--- src/source/route_table_pkg.sv ---
// --------------------------------------
// Table depth must stay a power of two matching slot_w
// --------------------------------------
`default_nettype none

package route_table_pkg;

  // Entry count and entry index width
  localparam int table_depth = 16;
  localparam int slot_w      = 4;

  // ------------------------------------
  // Route controller states
  // ------------------------------------
  localparam logic [1:0] st_idle   = 2'd0;
  localparam logic [1:0] st_insert = 2'd1;
  localparam logic [1:0] st_find   = 2'd2;

endpackage

`default_nettype wire

--- src/source/slot_counter.sv ---
// --------------------------------------
// Fill count only, entries are never freed
// --------------------------------------
`timescale 1ns/1ns
`default_nettype none

module slot_counter
  import route_table_pkg::*;
(
  input  wire               clk,
  input  wire               reset,
  input  wire               claim,
  output logic [slot_w-1:0] next_slot,
  output logic              full
);

  // One extra bit so the count can reach table_depth
  logic [slot_w:0] fill;

  assign full      = (fill == (slot_w + 1)'(table_depth));
  assign next_slot = fill[slot_w-1:0];

  // Saturates at the table size
  always_ff @(posedge clk) begin
    if (reset) begin
      fill <= '0;
    end else if (claim && !full) begin
      fill <= fill + 1'b1;
    end
  end

  // Controller must drop inserts once the table is full
  no_claim_full: assert property (@(posedge clk) disable iff (reset) claim |-> !full)
    else $error("slot_counter claimed while full");

endmodule

`default_nettype wire

--- config.mk ---
export PLATFORM = sky130hd
export DESIGN_NAME = slot_counter
export DESIGN_NICKNAME = d
export VERILOG_FILES = /design/src/source/route_table_pkg.sv /design/src/source/slot_counter.sv
export SDC_FILE = /design/constraint.sdc
export NUM_CORES = 1
export LEC_CHECK = 0
export ABC_AREA = 1
export BUFFER_PORTS_ARGS = -buffer_cell sky130_fd_sc_hd__buf_2
export CORE_AREA = 10 10 47 49
export DETAILED_ROUTE_END_ITERATION = 6
export DIE_AREA = 0 0 57 59
export PLACE_DENSITY = 0.4
export SLEW_MARGIN = 25
export SYNTH_ARGS = -nofsm -noshare
export SYNTH_HDL_FRONTEND = slang
export SYNTH_SLANG_ARGS = --single-unit
--- constraint.sdc ---
create_clock -name clk -period 2.95 [get_ports clk]
set_input_delay 0.295 -clock clk [delete_from_list [all_inputs] [get_ports clk]]
set_output_delay 0.295 -clock clk [all_outputs]
set_load 0.05 [all_outputs]
==> summary.log <==
[clock_network] TritonCTS clock tree built
[floorplanning] total die area 3360 um2
[clock_network] number of buffers created by CTS 3
[timing] final count of pins violating max slew 0
[yosys] share of the yosys chip area belonging to registers 32.5%
[worst_hold_path] path category of the worst min-delay check in2reg
[power_and_ir_drop] peak supply drop 0.221 mV
[worst_setup_path] arrival time worst endpoint 1.44 ns
[timing] final critical path time including I/O delays and setup 1.73 ns
[floorplanning] row cnt 14
[timing] max frequency 0.577 GHz
[place] last weighted congestion value of the routability-driven placer 0.723
[worst_setup_path] Req. time, crit path 2.65 ns
[timing] final setup violating endpoints 0
[cells_and_area] post-layout util 25.6%
[place] DP HPWL 487 um
[yosys] Post-Synthesis Net Count 50
[yosys] cells after synthesis 45
[timing] slew at the pin with the worst max-slew slack 0.258 ns
[timing] Total Negative Setup Slacks 0 ns
[place] total of buffers placed on input and output ports 7
[global_route] number of antenna violations at the first check in global routing 0
[yosys] average cell area after synthesis 6.84 um2
[cells_and_area] largest registers fill: 5 flops
[cells_and_area] final-stage net count 58
[detailed_routing] TritonRoute pass-1 iters 4
[global_route] Congestion Overflow GR 0
[worst_setup_path] critical path start-end classification reg2out
[yosys] register bit count reported by yosys 5
[timing] portion of the clock cycle consumed by the worst path in the final layout 58.7%
[detailed_routing] vias 267
[clock_network] cts-stage hold buffer count 0
[yosys] fraction of synthesized area in multiplexers 0%
[yosys] share of the synthesized netlist area taken by xor and xnor gates 0%
[detailed_routing] vias per cell 3.93
[status] result of the run completed
[worst_setup_path] critical path peak fanout 6
[global_route] maximum number of pins on one net before global-route repair 8
[worst_setup_path] launch point of the critical path fill[0]
[timing] hold violation total from the final report 0
[global_route] via count of the first global-routing pass 267
[timing] worst-case clock skew 0.000961 ns
[worst_setup_path] launch instance of the worst register-to-register path fill[0]
[cells_and_area] layout overhead on the synthesized area 16.7%
[yosys] most instantiated library cell after synthesis sky130_fd_sc_hd__nand2_1
[yosys] cell accounting for the most synthesized area sky130_fd_sc_hd__dfxtp_1
[yosys] synthesized cell area 308 um2
[clock_network] buffers inserted by post-CTS timing repair 0
[detailed_routing] residual antenna-violating net count after detailed routing 0
[worst_setup_path] startpoint types flop
[timing] setup repair after global routing missed its margin no
[power_and_ir_drop] LEAKAGE 0.196 nW
[floorplanning] die boundary width 57 um
[yosys] Post-synth top flop sky130_fd_sc_hd__dfxtp_1
[yosys] cells taking the most area after synthesis sky130_fd_sc_hd__dfxtp_1, sky130_fd_sc_hd__nand2_1, sky130_fd_sc_hd__buf_4
[detailed_routing] average wire per standard cell 9.12 um
[place] Worst Setup Slack post-DPL 1.46 ns
[timing] Slew HR 82.9%
[yosys] combinational family with the most area after synthesis simple AND/OR/NAND/NOR gates
[cells_and_area] ANT cells 0
[detailed_routing] drt drc 0
[floorplanning] core area 1400 um2
[yosys] fraction of the mapped netlist area in adder cells 8.13%
[clock_network] clock latency on the worst-skew pair 0.24 ns
[detailed_routing] DR iter-0 viols 13
[clock_network] deepest level of the CTS H-tree 1
[yosys] most frequent cells after synthesis sky130_fd_sc_hd__nand2_1, sky130_fd_sc_hd__inv_1, sky130_fd_sc_hd__nor2_1
[yosys] Synth Area in Simple Gates 36.2%
[global_route] first-pass GRT wire length 1130 um
[yosys] share of the synthesized area in the top cell type 32.5%
[yosys] synth unique cells 14
[power_and_ir_drop] pwr dens 505 nW/um2
[timing] worst hold-check slack 0.370 ns
[clock_network] maximum count of clock buffers along a single path 2
[worst_hold_path] worst hold start reset
[global_route] global-route total usage across every layer 4.45%
[clock_network] Reg clk slew, reported paths 0.04 ns
[timing] final setup slack of the worst path 1.22 ns
[detailed_routing] total wirelength of the detailed-routed design 620 um
[floorplanning] Top-Level Pins 8
[clock_network] quantity of gates resized following cts 0
[cells_and_area] register ranked first by flip-flop count fill
[floorplanning] initial core utilization 22.0%
[yosys] Post-synth ARST share 0%
[yosys] number of flops mapped to enable cells by yosys 0
[clock_network] clock sink count 5
[cells_and_area] share of final-layout standard cells stronger than drive strength 1 26.9%
[worst_setup_path] Critical Path Sink Type primary output
[run] Max Cap Viol 0
[yosys] Yosys warnings 0
[cells_and_area] max reg flops 5
[yosys] complex-gate fraction of the synthesized area 4.88%
[clock_network] cell at the root of the clock tree sky130_fd_sc_hd__clkbuf_4
[floorplanning] vertical die dimension 59 um
## path summary, 6_finish.rpt
check / end / slack, ns / cells after the start
min reg2reg: fill[4] / 0.51 / 2
max reg2reg: fill[1] / 1.72 / 8
max: full / 1.22 / 7
min: fill[4] / 0.37 / 4
## area by class of cell
| class | instances | area, um2 |
|---|---|---|
| multi-input cells | 29 | 151 |
| repair buffers | 7 | 35.0 |
| well taps | 16 | 20.0 |
| fillers | 167 | 1040 |
| inverters | 7 | 26.3 |
| clock buffers | 4 | 26.3 |
| flip-flops and latches | 5 | 100 |
## cell usage in the layout, fill, tap and decap left out
cell                       instances
sky130_fd_sc_hd__nand2_1           9
sky130_fd_sc_hd__ha_1              2
sky130_fd_sc_hd__clkbuf_1          1
sky130_fd_sc_hd__nand4_1           1
sky130_fd_sc_hd__nand2_2           1
sky130_fd_sc_hd__nor2_1            7
sky130_fd_sc_hd__nor3_2            1
sky130_fd_sc_hd__inv_1             7
sky130_fd_sc_hd__nor3_1            1
sky130_fd_sc_hd__a21oi_1           3
sky130_fd_sc_hd__buf_2             7
sky130_fd_sc_hd__nand3_1           2
sky130_fd_sc_hd__clkbuf_4          3
sky130_fd_sc_hd__and3_2            1
sky130_fd_sc_hd__dfxtp_1           5
sky130_fd_sc_hd__nor2_2            1
## layer usage
metal  part of all wire [%]  GRT usage, %  up-vias
li1                       -             -      148
met1                     49          4.74      107
met2                     40          5.89       12
met3                     11          4.08        0
met4                      0          2.01        0
met5                      0             0        -
## report_power, final
part,switching [mW],internal [mW]
Combinational,0.0190,0.00771
Sequential,0.00347,0.0705
Clock,0.0292,0.0512
Total,0.0517,0.129
## critical path, cell delays in order (launching register included)
cell and delay, ns:
sky130_fd_sc_hd__dfxtp_1 0.40, sky130_fd_sc_hd__inv_1 0.09, sky130_fd_sc_hd__ha_1 0.20, sky130_fd_sc_hd__nand2_1 0.06, sky130_fd_sc_hd__inv_1 0.03, sky130_fd_sc_hd__nand2_1 0.15, sky130_fd_sc_hd__inv_1 0.05, sky130_fd_sc_hd__buf_2 0.21
## per-stage QoR
stage / total power [mW] / area, um2 / std cells
after floorplan: 0.0985 / 308 / 45
after global placement: 0.103 / 333 / 64
after detailed placement: 0.102 / 333 / 64
after CTS: 0.186 / 359 / 68
after global routing: 0.193 / 359 / 68
final: 0.181 / 359 / 68
## logic make-up (layout without fill, tap and decap cells)
group | after synthesis | after routing
fa+ha+maj | 2 | 2
buf+inv | 11 | 18
flops | 5 | 5
simple gates | 24 | 24
compound gates | 3 | 3
No activity file was read; power rests on OpenSTA's default activity.
