**config.mk**
```make
export PLATFORM = sky130hd
export DESIGN_NAME = insert_capture
export DESIGN_NICKNAME = d
export VERILOG_FILES = /design/src/source/xb_geom_pkg.sv /design/src/source/insert_capture.sv
export SDC_FILE = /design/constraint.sdc
export NUM_CORES = 1
export LEC_CHECK = 0
export BUFFER_PORTS_ARGS = -buffer_cell sky130_fd_sc_hd__buf_4
export CAP_MARGIN = 10
export CELL_PAD_IN_SITES_DETAIL_PLACEMENT = 1
export CELL_PAD_IN_SITES_GLOBAL_PLACEMENT = 2
export CORE_MARGIN = 5
export CORE_UTILIZATION = 15
export DETAILED_ROUTE_END_ITERATION = 7
export GPL_ROUTABILITY_DRIVEN = 0
export PLACE_DENSITY = 0.7
export SYNTH_ARGS = -nofsm -noshare
export SYNTH_HDL_FRONTEND = slang
export SYNTH_SLANG_ARGS = --single-unit
```
**constraint.sdc**
```tcl
create_clock -name clk -period 1.7 [get_ports clk]
set_input_delay 0.255 -clock clk [delete_from_list [all_inputs] [get_ports clk]]
set_output_delay 0.255 -clock clk [all_outputs]
set_load 0.01 [all_outputs]
```
**src/source/xb_geom_pkg.sv**
```systemverilog
// --------------------------------------
// Geometry fixed at four crossbar ports plus one external insert source
// --------------------------------------
`default_nettype none

package xb_geom_pkg;

  // Crossbar ports and port number width
  localparam int num_ports = 4;
  localparam int port_w    = 2;

  // Endpoint ID and insert request data widths
  localparam int epid_w     = 16;
  localparam int req_data_w = 32;

  // Insert sources, external port sits at the last index
  localparam int cfg_ports = num_ports + 1;
  localparam int cfg_sel_w = $clog2(cfg_ports);

endpackage

`default_nettype wire

```
**src/source/insert_capture.sv**
```systemverilog
// --------------------------------------
// Holds one insert at a time, strobes while full are dropped
// --------------------------------------
`timescale 1ns/1ns
`default_nettype none

module insert_capture
  import xb_geom_pkg::*;
(
  input  wire                   clk,
  input  wire                   reset,
  input  wire                   req_wr,
  input  wire  [epid_w-1:0]     req_addr,
  input  wire  [req_data_w-1:0] req_data,
  output logic                  held_valid,
  output logic [epid_w-1:0]     held_epid,
  output logic [port_w-1:0]     held_port,
  input  wire                   take,
  output logic                  resp_ack
);

  // Occupancy flag, set by a strobe while empty
  always_ff @(posedge clk) begin
    if (reset) begin
      held_valid <= 1'b0;
    end else if (!held_valid && req_wr) begin
      held_valid <= 1'b1;
    end else if (take) begin
      held_valid <= 1'b0;
    end
  end

  // Only the low bits of the request data carry the port number
  always_ff @(posedge clk) begin
    if (!held_valid && req_wr) begin
      held_epid <= req_addr;
      held_port <= req_data[port_w-1:0];
    end
  end

  // Ack in the cycle the mux accepts the item
  assign resp_ack = take && held_valid;

  // Mux must only take from a loaded register
  take_needs_item: assert property (@(posedge clk) disable iff (reset) take |-> held_valid)
    else $error("insert_capture taken while empty");

endmodule

`default_nettype wire

```
==> results.md, run 1 <==
* Antenna viol nets, final at 0
* Area contributors post-synth: edfxtp_1 92%, dfxtp_1 3.4%, nor2b_1 2.1%, o21ba_2 1.7%, and2_1 1.1%
* Die height at 72.7 um
* Worst-path clk slew at 0.06 ns
* Tcrit/Tclk final at 0.657
* Status: completed
* Final TNS setup at 0 ns
* Worst-path cell chain: and2_1 > buf_4
* Commonest non-fill, non-tap cell in the layout: buf_4
* Cell Area, Synth at 589 um2
* Core area at 0.00374 mm2
* Post-synthesis cell count at 23
* Pleak at between 0.0004 and 0.0005 uW
* Hold Crit Class: in2reg
* CTS Root Buffer Type: clkbuf_8
* Fin Hold WS at 0.182 ns
* # resized after CTS at 0
* TritonCTS Sinks at 19
* Post-synthesis mux area share at 0
* Worst path arrival time at 0.86 ns
* Post-synthesis simple-gate area fraction at 0.0318
* Pin count of the biggest net entering global routing at 19
* Synth Net Count at 75
* Ports at a little over 70
* Master of the slowest instance on the critical path: dfxtp_1
* Commonest non-fill, non-tap cells in the layout: 42 x buf_4, 18 x edfxtp_1, 3 x clkbuf_8, 2 x nor2b_1
* # setup viols final at 0
* CTS Buf Count at 3
* Final Hold Vio Count at 0
* Kind of critical path: reg2out
* Layout overhead on the synthesized area at 71.3%
* Cts hold-fix bufs at 0
* IO Port Bufs at 41
* RSZ-0062 raised after global routing: no
* Total congestion overflow at 0
* Synth Register Bits at 19
* First-pass GRT wire length at around 2100 um
* Setup crit end kind: output pin
* Startpoint Class: flip-flop
* H-tree Lvls at 1
* Largest family of logic cells by synthesized area: simple AND/OR/NAND/NOR gates
* Worst slew pin tran at 0.228 ns
* DRC viols at 0
* Worst skew pair latency at approximately 0.25 ns
* Cell taking the most area after synthesis: edfxtp_1
* Critical path peak fanout at 4
* Via density at 3.24
* Die Area at 0.00528 mm2
* Inserted Diodes at 0
* Maxcap violations at 0
* CP required at roughly 1.4 ns
* Avg Cell Area, Syn at 25.6 um2
* Number of global-route vias before repair at 433
* Wirelength per Cell at 11.8 um
* Drt pass-1 iters at 2
* Final nets at 122
* Setup Fix Bufs, Post-CTS at 0
* Ratio of cells with drive above 1 in the final layout at 0.667
* Post-synthesis compound-gate area fraction at 0.0170
* Period minus WS final at 1.12 ns
* Synth cell types at 5
* VDD IR max at 0.216 mV
* Worst Clk Skew at between 0.003 and 0.004 ns
* Vias at between 300 and 400
* CTS tree: yes
* Yosys warns at 0
* Synth Area in Adders at 0
* Routed wire length at ~1400 um
* Final Max Slew Viols at 0
* Register area share after synthesis at 0.951
* Die Width at approximately 73 um
* Xor and xnor area share after synthesis at 0
* Critical Path Max Stage Delay at 0.37 ns
* Initial core utilization at 0.157
* Slew headroom at 0.848
* PD cells at approximately 950 mW/mm2
* Row Count at 22
* Post-synth top area share at 0.917
* Drt first-iter violations at 14
* Clock Path Buffers at 2
* Fmax at 895 MHz
* Tot GR Track Use at 0.0555
* Antenna violations before repair at 0
==> flip-flops by register name, indices dropped and copies added, names as in the netlist <==
name,flops
held_valid,1
held_epid,16
held_port,2
==> cell type report <==
class,instances,area (um2)
fillers,429,2730
flip-flops and latches,19,561
repair buffers,42,315
well taps,48,60.1
clock buffers,4,45.0
multi-input cells,4,28.8
==> worst paths after layout <==
check / startpoint / endpoint / slack [ns] / depth (start not counted)
hold reg to reg: held_valid / held_valid / 0.66 / 2
setup / recovery: held_valid / resp_ack / 0.58 / 2
hold / removal: req_addr[3] / held_epid[3] / 0.18 / 1
setup reg to reg: held_valid / held_port[0] / 0.62 / 2
==> Yosys cell counts <==
| master | number |
|---|---|
| and2_1 | 1 |
| dfxtp_1 | 1 |
| o21ba_2 | 1 |
| edfxtp_1 | 18 |
| nor2b_1 | 2 |
==> routing by layer <==
metal | wire length [um] | GRT usage | vias up
met3 | 146 | 0.0262 | 2
li1 | - | - | 180
met4 | 8 | 0.0246 | 0
met2 | 804 | 0.101 | 22
met1 | 418 | 0.0524 | 175
met5 | 0 | 0 | -
==> logic make-up (layout without fill, tap and decap cells) <==
family,Yosys count,after routing
compound gates,1,1
buf+inv,0,46
flops,19,19
simple gates,3,3
==> critical path, delay by kind of cell (launching register included) <==
family / cells / cell delay (ns)
buf+inv: 1 / 0.11
flops: 1 / 0.37
simple gates: 1 / 0.14
==> power breakdown <==
part	internal (uW)	total, uW	switching, uW	leakage (uW)
registers	547	555	8.64	0.000181
clock network	166	292	127	0.0000228
logic	67.7	112	44.2	0.000213
==> through the flow <==
| step | total power (uW) | setup slack [ns] | area (um2) | cells | utilization |
|---|---|---|---|---|---|
| 6_report | 960 | 0.583 | 1010 | 117 | 0.270 |
| 5_1_grt | 1020 | 0.500 | 1010 | 117 | 0.270 |
| 4_1_cts | 982 | 0.565 | 1010 | 117 | 0.270 |
| 3_5_place_dp | 682 | 0.587 | 965 | 113 | 0.258 |
| 3_3_place_gp | 679 | 0.624 | 965 | 113 | 0.258 |
| 2_1_floorplan | 594 | 0.0829 | 589 | 23 | - |
Note: power is estimated with default switching activity, not from simulation.
==> run 2: changes to the inputs <==
Settings changed: CORE_UTILIZATION 15 to 17, PLACE_DENSITY 0.7 to 0.75.
Clock period 1.7 ns to 1.1 ns, I/O delays scaled along.
==> run 2 against run 1 <==
Compared with the run above:
- flip-flop and latch count did not move
- clock skew barely moved
- hold slack got worse by 0.14 ns
- non-clock buffer count rose by 1
- critical endpoint unchanged
- largest cell class unchanged
- largest power group unchanged
- highest routed layer is now met3
==> results.md, run 2 (same netlist as run 1, synthesis figures left out) <==
* Hold Crit Class: in2reg
* Layout overhead on the synthesized area at 74.1%
* Core area at 0.00334 mm2
* Final nets at 123
* Initial core utilization at 0.177
* Vias at 398
* Startpoint Class: flip-flop
* CTS Buf Count at 3
* Drt pass-1 iters at 2
* Final setup margin at 0.0321 ns
* Critical Path Max Stage Delay at approximately 0.36 ns
* Worst-path clk slew at about 0.10 ns
* Max reg flops at 16
* Master of the slowest instance on the critical path: dfxtp_4
* Fillers at 369
* Number of global-route vias before repair at 454
* Commonest non-fill, non-tap cells in the layout: 41 x buf_4, 18 x edfxtp_1, 3 x clkbuf_4
* Ports at 72
* Tot GR Track Use at 0.0609
* Tcrit/Tclk final at 0.971
* IO Port Bufs at 41
* Storage element area at 564 um2
* Crit path launch: held_valid
* Worst skew pair latency at 0.29 ns
* Die Width at 68.9 um
* Slew headroom at 0.927
* H-tree Lvls at 1
* Biggest registers after layout: held_epid (16), held_port (2), held_valid (1)
* Reg2reg end: held_epid[12]
* Fin Hold WS at 0.0459 ns
* Row Count at 21
* Routed wire length at 1430 um
* CTS tree: yes
* Worst path arrival time at 0.90 ns
* Final Max Slew Viols at 0
* Multi-input logic area at 38.8 um2
* Critical path peak fanout at 3
* FF-to-FF Start: held_valid
* # setup viols final at 0
* Worst Clk Skew at approximately 0.0037 ns
* Status: completed
* Biggest register: held_epid
* Antenna violations before repair at 0
* Die Area at 0.00474 mm2
* RSZ-0062 raised after global routing: yes
* Pin count of the biggest net entering global routing at 20
* Layout Cells excl Fill at ~120
* CTS Root Buffer Type: clkbuf_4
* Ratio of cells with drive above 1 in the final layout at 0.714
* Via density at between 3 and 4
* Drt first-iter violations at 10
* Total congestion overflow at 0
* Placed cell count at 111
* Worst slack, placed at 0.159 ns
* Antenna viol nets, final at 0
* Fmax at roughly 940 MHz
* Inserted Diodes at 0
* Commonest non-fill, non-tap cell in the layout: buf_4
* TritonCTS Sinks at 19
* Maxcap violations at 0
* Cells on worst reg2reg path at 3
* Clock Path Buffers at 2
* Final TNS setup at 0 ns
* Setup slack, reg-to-reg at approximately 0.040 ns
* Worst slew pin tran at about 0.11 ns
* CP Capture Point: resp_ack
* Period minus WS final at between 1 and 1.5 ns
* PD cells at 1360 mW/mm2
* Worst-path cell chain: and2_4 > buf_6
* Die height at 68.9 um
* DRC viols at 0
* Pleak at 0.000427 uW
* Kind of critical path: reg2out
* First-pass GRT wire length at 2080 um
* Wirelength per Cell at between 10 and 15 um
* Final Hold Vio Count at 0
* Setup crit end kind: output pin
* VDD IR max at 0.372 mV
* CP required at 0.94 ns
==> run 2: critical path, delay by kind of cell, from the launching register on <==
family / cells / cell delay, ns
flops: 1 / 0.36
buf+inv: 1 / 0.11
simple gates: 1 / 0.15
==> run 2: final cells by class <==
| type | instances | area share |
|---|---|---|
| clock buffer | 4 | 0.0256 |
| tap | 46 | 0.0561 |
| multi-input combinational | 4 | 0.0378 |
| sequential | 19 | 0.550 |
| timing repair buffer | 43 | 0.330 |
==> run 2: how the worst min path moves through the flow <==
stage,slack (ns),start,endpoint,cells past startpoint
floorplan,0.26,req_addr[0],held_epid[0],0
global placement,0.34,req_addr[14],held_epid[14],1
detailed placement,0.35,req_addr[12],held_epid[12],1
CTS,0.03,req_addr[12],held_epid[12],1
global route,0.02,req_addr[2],held_epid[2],1
finish,0.05,req_addr[14],held_epid[14],1
==> run 2: what timing repair did <==
item	CTS	global route
endpoints found under the setup margin	1	1
hold buffers	0	0
pin swaps	0	1
buffers inserted	0	1
gates resized for setup	4	0
==> run 2: stage by stage <==
step	total power (uW)	utilization	area, um2
floorplan	921	-	597
global placement	1060	0.294	982
detailed placement	1070	0.294	982
CTS	1430	0.305	1020
global route	1470	0.307	1030
finish	1390	0.307	1030
==> run 2: routing by layer <==
metal  share of wire  global-route usage
met2            0.55               0.113
met3            0.12              0.0308
met4               0              0.0146
met5               0                   0
met1            0.33              0.0595
==> run 2: report_power, final <==
group | internal (uW) | switching (uW) | total, uW
registers | 843 | 12.8 | 856
logic | 120 | 74.5 | 195
clock network | 141 | 201 | 342
