File: src/source/route_table_pkg.sv
// --------------------------------------
// Table depth must stay a power of two matching slot_w
// --------------------------------------
`default_nettype none

package route_table_pkg;

  // Entry count and entry index width
  localparam int table_depth = 16;
  localparam int slot_w      = 4;

  // ------------------------------------
  // Route controller states
  // ------------------------------------
  localparam logic [1:0] st_idle   = 2'd0;
  localparam logic [1:0] st_insert = 2'd1;
  localparam logic [1:0] st_find   = 2'd2;

endpackage

`default_nettype wire

File: src/source/xb_geom_pkg.sv
// --------------------------------------
// Geometry fixed at four crossbar ports plus one external insert source
// --------------------------------------
`default_nettype none

package xb_geom_pkg;

  // Crossbar ports and port number width
  localparam int num_ports = 4;
  localparam int port_w    = 2;

  // Endpoint ID and insert request data widths
  localparam int epid_w     = 16;
  localparam int req_data_w = 32;

  // Insert sources, external port sits at the last index
  localparam int cfg_ports = num_ports + 1;
  localparam int cfg_sel_w = $clog2(cfg_ports);

endpackage

`default_nettype wire

File: src/source/kv_store.sv
// --------------------------------------
// Lowest matching slot wins if a key is stored twice
// --------------------------------------
`timescale 1ns/1ns
`default_nettype none

module kv_store
  import xb_geom_pkg::*;
  import route_table_pkg::*;
(
  input  wire               clk,
  input  wire               reset,
  input  wire  [epid_w-1:0] match_key,
  output logic              match_hit,
  output logic [slot_w-1:0] match_slot,
  output logic [port_w-1:0] match_port,
  input  wire               wr_en,
  input  wire  [slot_w-1:0] wr_slot,
  input  wire  [epid_w-1:0] wr_key,
  input  wire  [port_w-1:0] wr_port
);

  logic [table_depth-1:0] ent_valid;
  logic [epid_w-1:0]      ent_key  [table_depth];
  logic [port_w-1:0]      ent_port [table_depth];

  // Parallel compare, scanned downward so the lowest hit sticks
  always_comb begin
    match_hit  = 1'b0;
    match_slot = '0;
    for (int i = table_depth - 1; i >= 0; i--) begin
      if (ent_valid[i] && ent_key[i] == match_key) begin
        match_hit  = 1'b1;
        match_slot = slot_w'(i);
      end
    end
  end

  // Value read, meaningless on a miss
  assign match_port = ent_port[match_slot];

  always_ff @(posedge clk) begin
    if (reset) begin
      ent_valid <= '0;
    end else if (wr_en) begin
      ent_valid[wr_slot] <= 1'b1;
    end
  end

  // Key and value storage
  always_ff @(posedge clk) begin
    if (wr_en) begin
      ent_key[wr_slot]  <= wr_key;
      ent_port[wr_slot] <= wr_port;
    end
  end

endmodule

`default_nettype wire

File: config.mk
export PLATFORM = sky130hd
export DESIGN_NAME = kv_store
export DESIGN_NICKNAME = d
export VERILOG_FILES = /design/src/source/route_table_pkg.sv /design/src/source/xb_geom_pkg.sv /design/src/source/kv_store.sv
export SDC_FILE = /design/constraint.sdc
export NUM_CORES = 1
export LEC_CHECK = 0
export ABC_AREA = 1
export ABC_CLOCK_PERIOD_IN_PS = 12100
export BUFFER_PORTS_ARGS = -buffer_cell sky130_fd_sc_hd__buf_2
export CORE_MARGIN = 5
export CORE_UTILIZATION = 40
export CTS_CLUSTER_DIAMETER = 100
export DETAILED_ROUTE_END_ITERATION = 7
export GPL_TIMING_DRIVEN = 0
export PLACE_DENSITY_LB_ADDON = 0.05
export SLEW_MARGIN = 20
export SYNTH_ARGS = -nofsm -noshare
export SYNTH_HDL_FRONTEND = slang
export SYNTH_SLANG_ARGS = --single-unit
File: constraint.sdc
create_clock -name clk -period 12.1 [get_ports clk]
set_input_delay 3.63 -clock clk [delete_from_list [all_inputs] [get_ports clk]]
set_output_delay 3.63 -clock clk [all_outputs]
set_load 0.01 [all_outputs]
==> results of run 1 <==
## kinds of logic after synthesis
family	Yosys count	synth area share [%]
buf+inv	110	4.30
compound gates	165	8.37
flops	304	67.9
simple gates	444	14.6
xor+xnor	74	4.90
## per-stage QoR
step           worst slack, ns  utilization (%)  hold WS [ns]
6_report                  1.37             47.2         0.468
5_1_grt                   1.14             47.2         0.491
4_1_cts                   1.39             47.2         0.473
3_5_place_dp              1.42             43.4         0.458
3_3_place_gp              1.33             42.7         0.446
2_1_floorplan             2.75                -         0.434
## cells in the mapped netlist, drive strengths merged
cell type and instances:
a21boi 3, a22o 13, inv 67, nor3b 1, a21o 1, and3 2, nand3 41, nor4 16
a21oi 10, or4 1, nor4b 1, nand4 13, nand3b 1, or2 27, xor2 49, o22ai 35
edfxtp 288, dfxtp 16, o211ai 5, o21ba 2, clkbuf 3, o221ai 1, a211oi 7, a221o 2
o21ai 57, a221oi 22, nand2 237, xnor2 25, nor2 95, buf 40, nor3 9, o2111ai 7
## registers in the layout (all words and copies together) (netlist names)
| register | flops |
|---|---|
| ent_valid | 16 |
| ent_port | 32 |
| ent_key | 256 |
## routing by layer
metal | vias up | part of all wire (%) | global-route usage, %
met2 | 247 | 46 | 35.5
met5 | - | 0 | 0
li1 | 4110 | - | -
met3 | 41 | 6.2 | 3.58
met1 | 4448 | 47 | 32.9
met4 | 0 | 1.4 | 4.34
## tightest hold or removal path: stages, from the launching register on
cell and delay (ns):
dfxtp_1 0.32, nor2_1 0.05, nor2_1 0.07
## worst max-delay path by stage
stage / to / slack, ns / depth (start not counted)
floorplan: match_port[0] / 2.75 / 17
global placement: match_port[0] / 1.33 / 25
detailed placement: match_port[0] / 1.42 / 25
CTS: match_port[0] / 1.39 / 25
global route: match_port[0] / 1.14 / 24
finish: match_port[0] / 1.37 / 25
## final cells by class
cell class                 instances  area share [%]
timing repair buffer              48            2.21
sequential                       304            58.3
clock inverter                    11            1.32
tap                              442            3.59
inverter                          67            1.65
clock buffer                      52            6.64
antenna                            1          0.0163
buffer                            43            2.04
multi-input combinational        683            24.3
## power groups by stage
stage	logic [W]	clock network [W]	registers [W]
after detailed placement	0.000150	0	0.00120
after global placement	0.000146	0	0.00120
after floorplan	0.0000751	0	0.00120
after global routing	0.000160	0.00118	0.00118
after CTS	0.000150	0.00114	0.00118
final	0.000148	0.00112	0.00118
==> metrics, run 1 <==
status finished clean; setup bufs post-CTS 0; Rel. slew slack 31.8%; Detailed Routing Iterations Pass 1 5; sw frac 21.3%; design area 15400 um^2; Design Power 0.00245 W; Worst R2R Setup Slack 11.48 ns; core area 32600 um^2; Psw 0.000520 W; largest cells by area after synthesis edfxtp_1 (65%), nand2_1 (6.7%), xor2_1 (3.2%); Storage cell area 8970 um^2; DR DRC count 0; Min-Delay Endpoint ent_valid[5]$_SDFFE_PP0P_; overall global routing resource usage 22.4%; Mapped Nets 1138; Worst path most repeated cell nand2_1; most common cell after layout, fill and taps aside edfxtp_1; CTS tree done; # rows 66; peak per-stage delay on the critical path 0.76 ns; worst hold path depth 2; Multi-input gate area 3730 um^2; Clock Path Buffers 3; Setup Skew 0 ns; Worst EP required 8.47 ns; Yosys top cell area share 65.4%; number of DRC markers in iteration 0 747; delay-heaviest family, CP simple AND/OR/NAND/NOR gates; clk_lat worst skew 0.50 ns; fin nets 1223; CP Launch Point match_key[10]; fin crit share 88.7%; I/O Buffers 35; setup tns final 0 ns; flops & latches, synth 304; Worst Path Max Fanout 10; number of global-route vias before repair 8558; num ports 48; cell count after synthesis 1097; Clock Sinks 304; placed insts 1587; post-DR wirelength/cell 24.7 um; Clk pwr share 45.7%; CTS root buf clkbuf_16; yosys warns 0; Filler cells 2950; fin cells 1651; initial antenna violation count 1; FF-to-FF Start ent_valid[0]$_SDFFE_PP0P_; via count 8846; Crit Path Category in -> out; Worst Path Buf+Inv 4; cell taking the most area after synthesis edfxtp_1; RD Place Congestion 0.838; CP Capture Type output port; max-slew violations 0; CTS Buf Count 35; Cell Pwr Density 159 nW/um^2; Synth Cell Area 13200 um^2; type of the tightest min-delay check reg -> reg; fraction of layout instances using a drive strength above 1 16.8%; commonest non-fill, non-tap cells in the layout edfxtp_1 (288), nand2_1 (235), nor2_1 (79); Die H 192 um; die footprint 36800 um^2; Setup crit start kind input pin; unrepaired setup endpoints after global routing no; largest net degree at the start of global routing 20; Die Wd 192 um; Post-CTS Hold Fix Bufs 0; post-route ant nets 0; Mapped Avg Cell Area 12.0 um^2; # setup viols final 0; FF-to-FF path depth 1; DP HPWL 26800 um; fmax 0.0932 GHz; global-route wire length before repair 58600 um; GR Overflow Total 0; Reg power frac 48.3%; register area share after synthesis 67.9%; drt total wl 40700 um; min Tclk post-route 10.73 ns; htree depth 2; count of cell types in the netlist 43; worst hold start ent_valid[5]$_SDFFE_PP0P_; P_leak 5.55 nW; slowest CP cell a221oi_1; Vias per Instance 5.36; slew of the pin with the lowest slew margin 1.02 ns; reg2reg end ent_valid[0]$_SDFFE_PP0P_; Max Cap Violations 0; Peak VDD IR 78.0 uV; P_int 0.00193 W; Logic pwr share 6.0%; CTS clk-pin slew, worst paths 0.06 ns; Data arrival, critical path 7.10 ns; Final Hold Violating Endpoints 0; placed cell areas 14200 um^2; initial core utilization 40.5%; post-CTS sizing 0; Layout area overhead 16.5%
No activity file was read; power rests on OpenSTA's default activity.
==> run 2, diff against run 1 <==
Settings changed: ABC_AREA 1 to unset.
==> metrics, run 2 <==
status finished clean; core area 34500 um^2 (+5.6%); mux share of post-synthesis cell area 0.942% (+0.94 points); slew of the pin with the lowest slew margin 1.20 ns (+0.181 ns); Cell Pwr Density 149 nW/um^2 (-6.0%); GRT met2 Usage 35.4% (-0.19 points); Yosys top cell area share 62.0% (-3.5 points); Worst EP required 8.47 ns (about the same); fraction of layout instances using a drive strength above 1 13.8% (-3.0 points); unrepaired setup endpoints after global routing no; Filler cells 3125 (+5.9%); M3 GR Usage 2.56% (-1.0 points); most common cell after layout, fill and taps aside edfxtp_1; I/O Buffers 30 (-14%); Mapped Nets 1061 (-6.8%); Reg power frac 49.3% (+1.0 points); cell count after synthesis 1020 (-7.0%); Rel. slew slack 19.7% (-12 points); max FFs per register 256 (unchanged); Psw 0.000549 W (+5.5%); yosys warns 0 (unchanged); Post-synth top flop edfxtp_1; top-count cell post-synth edfxtp_1; Biggest register ent_key; Post-CTS Hold Fix Bufs 0 (unchanged); P_int 0.00185 W (-4.2%); flops & latches, synth 304 (unchanged); Logic pwr share 7.3% (+1.3 points); largest family of logic cells by synthesized area XOR/XNOR gates; max-slew violations 0 (unchanged); post-DR wirelength/cell 27.4 um (+11%); CTS Buf Count 36 (+2.9%); Worst Path Max Fanout 10 (unchanged); setup tns final 0 ns (unchanged); setup bufs post-CTS 0 (unchanged); P_leak 5.18 nW (-6.8%); Die H 197 um (+2.6%); xor/xnor share of the synthesized area 16.3% (+11 points); Data arrival, critical path 8.18 ns (+1.08 ns); CP Capture Type output port; via count 8731 (-1.3%); register area share after synthesis 64.3% (-3.6 points); cell taking the most area after synthesis edfxtp_1; Clock Path Buffers 3 (unchanged); initial antenna violation count 2 (+1); Final Hold Violating Endpoints 0 (unchanged); die footprint 38700 um^2 (+5.3%); layer with the highest usage met2; DR DRC count 0 (unchanged); number of global-route vias before repair 8562 (+0.047%); CTS clk-pin slew, worst paths 0.05 ns (about the same); final design utilization 46.5% (-0.66 points); Compound-Gate Fraction of Synth Area 2.42% (-5.9 points); Die Wd 197 um (+2.6%); Synth top cells by count edfxtp_1 (288), xor2_1 (129), xnor2_1 (123); count of cell types in the netlist 57 (+33%); GR Overflow Total 0 (unchanged); num ports 48 (unchanged); type of the tightest min-delay check reg -> reg; post-route ant nets 0 (unchanged); CTS tree done; initial core utilization 40.5% (about the same); htree depth 2 (unchanged); Layout area overhead 14.9%; Async SR Flop Fraction 0% (unchanged); top flop regs ent_key: 256 flops, ent_port: 32 flops, ent_valid: 16 flops; overall global routing resource usage 22.3% (-0.063 points); drt total wl 43500 um (+6.6%); Vias per Instance 5.51 (+2.9%); Synth Cell Area 14000 um^2 (+5.6%); DP HPWL 27400 um (+2.3%); CTS root buf clkbuf_16; Clock Sinks 304 (unchanged); RD Place Congestion 0.829 (-1.1%); global-route wire length before repair 61500 um (+4.9%); # setup viols final 0 (unchanged); clk_lat worst skew 0.51 ns (about the same); Max Cap Violations 0 (unchanged); Peak VDD IR 99.2 uV (+27%); fin nets 1146 (-6.3%); fin crit share 97.6% (+9.0 points); largest net degree at the start of global routing 20 (unchanged); Setup Skew 0 ns (unchanged); sw frac 22.9% (+1.7 points); Post-synth EDFFs 288 (unchanged); largest cells by area after synthesis edfxtp_1 (62%), xor2_1 (8.1%), xnor2_1 (7.7%); Clk pwr share 43.4% (-2.3 points); fmax 0.0847 GHz (-9.2%); Detailed Routing Iterations Pass 1 5 (unchanged); Synth Area in Adders 0% (unchanged); # diodes 0 (-1); number of DRC markers in iteration 0 763 (+2.1%); GR Util met1 33.2% (+0.39 points); Mapped Avg Cell Area 13.7 um^2 (+14%); post-CTS sizing 0 (unchanged); Crit Path Category in -> out; post-synthesis simple-gate area fraction 14.5% (-0.052 points); # rows 68 (+3.0%); commonest non-fill, non-tap cells in the layout edfxtp_1 (288), xor2_1 (129), xnor2_1 (123); min Tclk post-route 11.81 ns (+1.09 ns); Setup crit start kind input pin
[run 2: cell types whose count changed after synthesis, sizes merged, moves of 31 or more]
cell and delta:
inv -64, nand2 -153, nor4 +31, o21ai -53
o22ai -34, xnor2 +102, xor2 +80
[run 2: logic make-up (layout without fill, tap and decap cells)]
| logic type | after synthesis | in the layout |
|---|---|---|
| and+or+nand+nor | 365 | 365 |
| DFF | 304 | 304 |
| xor gates and xnor gates | 256 | 256 |
| AOI/OAI and AO/OA | 43 | 43 |
| buffers and inverters | 39 | 148 |
| muxes | 13 | 13 |
[run 2: power by group through the flow]
| stage | Clock, W | Sequential [W] | Combinational (W) |
|---|---|---|---|
| global route | 0.00110 | 0.00118 | 0.000187 |
| detailed placement | 0 | 0.00120 | 0.000175 |
| finish | 0.00104 | 0.00118 | 0.000174 |
| floorplan | 0 | 0.00120 | 0.0000968 |
| CTS | 0.00106 | 0.00118 | 0.000176 |
| global placement | 0 | 0.00120 | 0.000172 |
[run 2: critical path, cell delays in order]
cell and delay [ns]:
clkbuf_1 0.59, buf_2 0.60, xor2_1 0.16, nor4_1 0.35
nand4b_1 0.18, nor4_1 0.92, a211oi_2 0.13, nor3_4 0.56
o21bai_1 0.23, a211o_1 0.38, a31oi_1 0.18, mux2i_1 0.09
buf_2 0.16
[run 2: final cells by class]
| cell class | count | area (um^2) | area share, % |
|---|---|---|---|
| well taps | 455 | 569 | 3.55 |
| inverters | 3 | 11.3 | 0.0702 |
| multi-input cells | 677 | 4840 | 30.2 |
| plain buffers | 36 | 206 | 1.29 |
| clock buffers | 45 | 956 | 5.96 |
| flip-flops and latches | 304 | 8970 | 55.9 |
| clock inverters | 17 | 156 | 0.976 |
| repair buffers | 47 | 319 | 1.99 |
[run 2: through the flow]
stage / cells / instance area, um^2 / worst slack, ns / total power, W / hold slack (ns)
floorplan: 1020 / 14000 / 1.83 / 0.00130 / 0.454
global placement: 1505 / 14700 / 0.0524 / 0.00138 / 0.479
detailed placement: 1522 / 14900 / 0.0940 / 0.00138 / 0.487
CTS: 1584 / 16000 / 0.0836 / 0.00241 / 0.500
global route: 1584 / 16000 / 0.0224 / 0.00247 / 0.522
finish: 1584 / 16000 / 0.287 / 0.00240 / 0.500
[run 2: metal layers]
layer	vias to the layer above	share of wire [%]
met4	0	1.8
met5	-	0
li1	3969	-
met1	4426	47
met2	284	46
met3	52	4.7
[run 2: final timing paths]
path	cells past startpoint	endpoint	start	slack (ns)
worst max-delay path	13	match_port[1]	match_key[7]	0.29
worst min-delay path	2	ent_valid[5]$_SDFFE_PP0P_	ent_valid[5]$_SDFFE_PP0P_	0.50
worst max register to register	2	ent_valid[8]$_SDFFE_PP0P_	ent_valid[8]$_SDFFE_PP0P_	11.46
worst min register to register	2	ent_valid[5]$_SDFFE_PP0P_	ent_valid[5]$_SDFFE_PP0P_	0.50
==> run 3, diff against run 2 <==
Settings changed: ABC_CLOCK_PERIOD_IN_PS 12100 to 13500, CELL_PAD_IN_SITES_DETAIL_PLACEMENT set to 0, CELL_PAD_IN_SITES_GLOBAL_PLACEMENT set to 1, CORE_MARGIN 5 to unset.
Clock period 12.1 ns to 13.5 ns, I/O delays scaled along.
==> metrics, run 3 (synthesized netlist as in run 2, its figures left out) <==
Crit Path Category in -> out; fin nets 1145 (-0.087%); FF-to-FF path depth 2 (unchanged); fraction of layout instances using a drive strength above 1 14.2% (+0.43 points); CTS tree done; fin cells 1586 (+0.13%); Die Wd 189 um (-4.1%); reg2reg end ent_valid[8]$_SDFFE_PP0P_; Die H 189 um (-4.1%); top flop regs ent_key: 256 flops, ent_port: 32 flops, ent_valid: 16 flops; min Tclk post-route 12.80 ns; Clock Sinks 304 (unchanged); post-route ant nets 0 (unchanged); num ports 48 (unchanged); Worst Path Max Fanout 10 (unchanged); # setup viols final 0 (unchanged); Setup crit start kind input pin; max FFs per register 256 (unchanged); overall global routing resource usage 25.0% (+2.7 points); post-CTS sizing 0 (unchanged); Worst EP required 9.45 ns (+0.98 ns); setup bufs post-CTS 0 (unchanged); via count 8777 (+0.53%); die footprint 35600 um^2 (-8.0%); htree depth 2 (unchanged); setup tns final 0 ns (unchanged); global-route wire length before repair 61900 um (+0.64%); number of DRC markers in iteration 0 742 (-2.8%); Vias per Instance 5.53 (+0.40%); Biggest register ent_key; slew of the pin with the lowest slew margin 1.13 ns (-0.0767 ns); fmax 0.0781 GHz; commonest non-fill, non-tap cells in the layout edfxtp_1 (288), xor2_1 (129), xnor2_1 (123); # rows 68 (unchanged); status finished clean; type of the tightest min-delay check reg -> reg; Rel. slew slack 24.8% (+5.1 points); placed cell areas 14900 um^2 (about the same); Worst R2R Setup Slack 12.86 ns (+1.40 ns); DP HPWL 27600 um (+0.69%); core area 34500 um^2 (unchanged); CP Launch Point match_key[12]; largest net degree at the start of global routing 20 (unchanged); design area 16100 um^2 (+0.22%); most common cell after layout, fill and taps aside edfxtp_1; initial antenna violation count 1 (-1); Post-CTS Hold Fix Bufs 0 (unchanged); Cell Pwr Density 135 nW/um^2 (-9.9%); initial core utilization 40.5% (unchanged); CTS root buf clkbuf_16; Detailed Routing Iterations Pass 1 5 (unchanged); RD Place Congestion 0.831 (+0.25%); Max Cap Violations 0 (unchanged); Data arrival, critical path 8.75 ns (+0.57 ns); I/O Buffers 30 (unchanged); Final Hold Violating Endpoints 0 (unchanged); Peak VDD IR 90.9 uV (-8.3%); fin crit share 94.8%; CTS Buf Count 36 (unchanged); max-slew violations 0 (unchanged); number of global-route vias before repair 8648 (+1.0%); clk_lat worst skew 0.51 ns (about the same); end point of the critical path match_port[1]; placed insts 1521 (-0.066%); P_leak 5.20 nW (+0.47%); post-DR wirelength/cell 27.7 um (+1.0%); DR DRC count 0 (unchanged); Clock Path Buffers 3 (unchanged); Layout area overhead 15.2%; Setup Skew 0 ns (unchanged); GR Overflow Total 0 (unchanged); unrepaired setup endpoints after global routing no; CP Capture Type output port; CTS clk-pin slew, worst paths 0.05 ns (about the same); drt total wl 44000 um (+1.2%); FF-to-FF Start ent_valid[8]$_SDFFE_PP0P_
==> run 3: changes by cell type in the layout (fill, tap and decap cells not counted), sizes merged <==
cell	before	now
diode	0	1
bufinv	3	1
clkbuf	53	62
inv	3	5
buf	75	74
clkinv	12	7
clkinvlp	2	0
==> run 3: final cells by class <==
type | instances | area [um^2]
Timing Repair Buffer | 46 | 300
Clock inverter | 10 | 83.8
Multi-Input combinational cell | 677 | 4850
Tap cell | 455 | 569
Inverter | 3 | 11.3
Antenna cell | 1 | 2.50
Buffer | 36 | 206
Fill cell | 3150 | 18400
Sequential cell | 304 | 8970
Clock buffer | 54 | 1070
==> run 3: worst min-delay path by stage <==
stage / startpoint / to / slack (ns) / cells past startpoint
final: ent_valid[14]$_SDFFE_PP0P_ / ent_valid[14]$_SDFFE_PP0P_ / 0.50 / 2
after global routing: ent_valid[6]$_SDFFE_PP0P_ / ent_valid[6]$_SDFFE_PP0P_ / 0.51 / 2
after CTS: ent_valid[6]$_SDFFE_PP0P_ / ent_valid[6]$_SDFFE_PP0P_ / 0.50 / 2
after detailed placement: ent_valid[6]$_SDFFE_PP0P_ / ent_valid[6]$_SDFFE_PP0P_ / 0.49 / 2
after global placement: ent_valid[14]$_SDFFE_PP0P_ / ent_valid[14]$_SDFFE_PP0P_ / 0.48 / 2
after floorplan: ent_valid[13]$_SDFFE_PP0P_ / ent_valid[13]$_SDFFE_PP0P_ / 0.45 / 2
==> run 3: metal layers <==
| metal | track usage (%) | vias up | wire length [um] |
|---|---|---|---|
| li1 | - | 3964 | - |
| met1 | 35.7 | 4494 | 20100 |
| met2 | 40.0 | 274 | 20400 |
| met3 | 3.78 | 45 | 2580 |
| met4 | 6.08 | 0 | 833 |
| met5 | 0 | - | 0 |
==> run 3: report_power, final <==
part / internal [W] / total [W] / switching [W]
clock network: 0.000567 / 0.000947 / 0.000380
logic: 0.0000460 / 0.000156 / 0.000110
registers: 0.00105 / 0.00106 / 0.00000722
total: 0.00166 / 0.00216 / 0.000498
==> run 3: through the flow <==
step	util [%]	hold WS, ns	setup slack, ns	power [W]
global route	46.6	0.514	0.574	0.00223
finish	46.6	0.499	0.701	0.00216
global placement	42.6	0.483	0.529	0.00123
detailed placement	43.3	0.489	0.519	0.00124
floorplan	-	0.454	2.39	0.00116
CTS	46.6	0.504	0.510	0.00218
==> run 3: critical path, cell delays in order <==
cell	delay, ns
clkbuf_1	0.71
buf_2	0.65
xnor2_1	0.21
nand4b_1	0.11
or4_1	0.53
a211oi_1	0.67
o221ai_1	0.42
buf_2	0.31
mux2i_1	0.14
a221oi_1	0.33
a221oi_1	0.15
a31oi_1	0.20
mux2i_1	0.09
buf_2	0.16
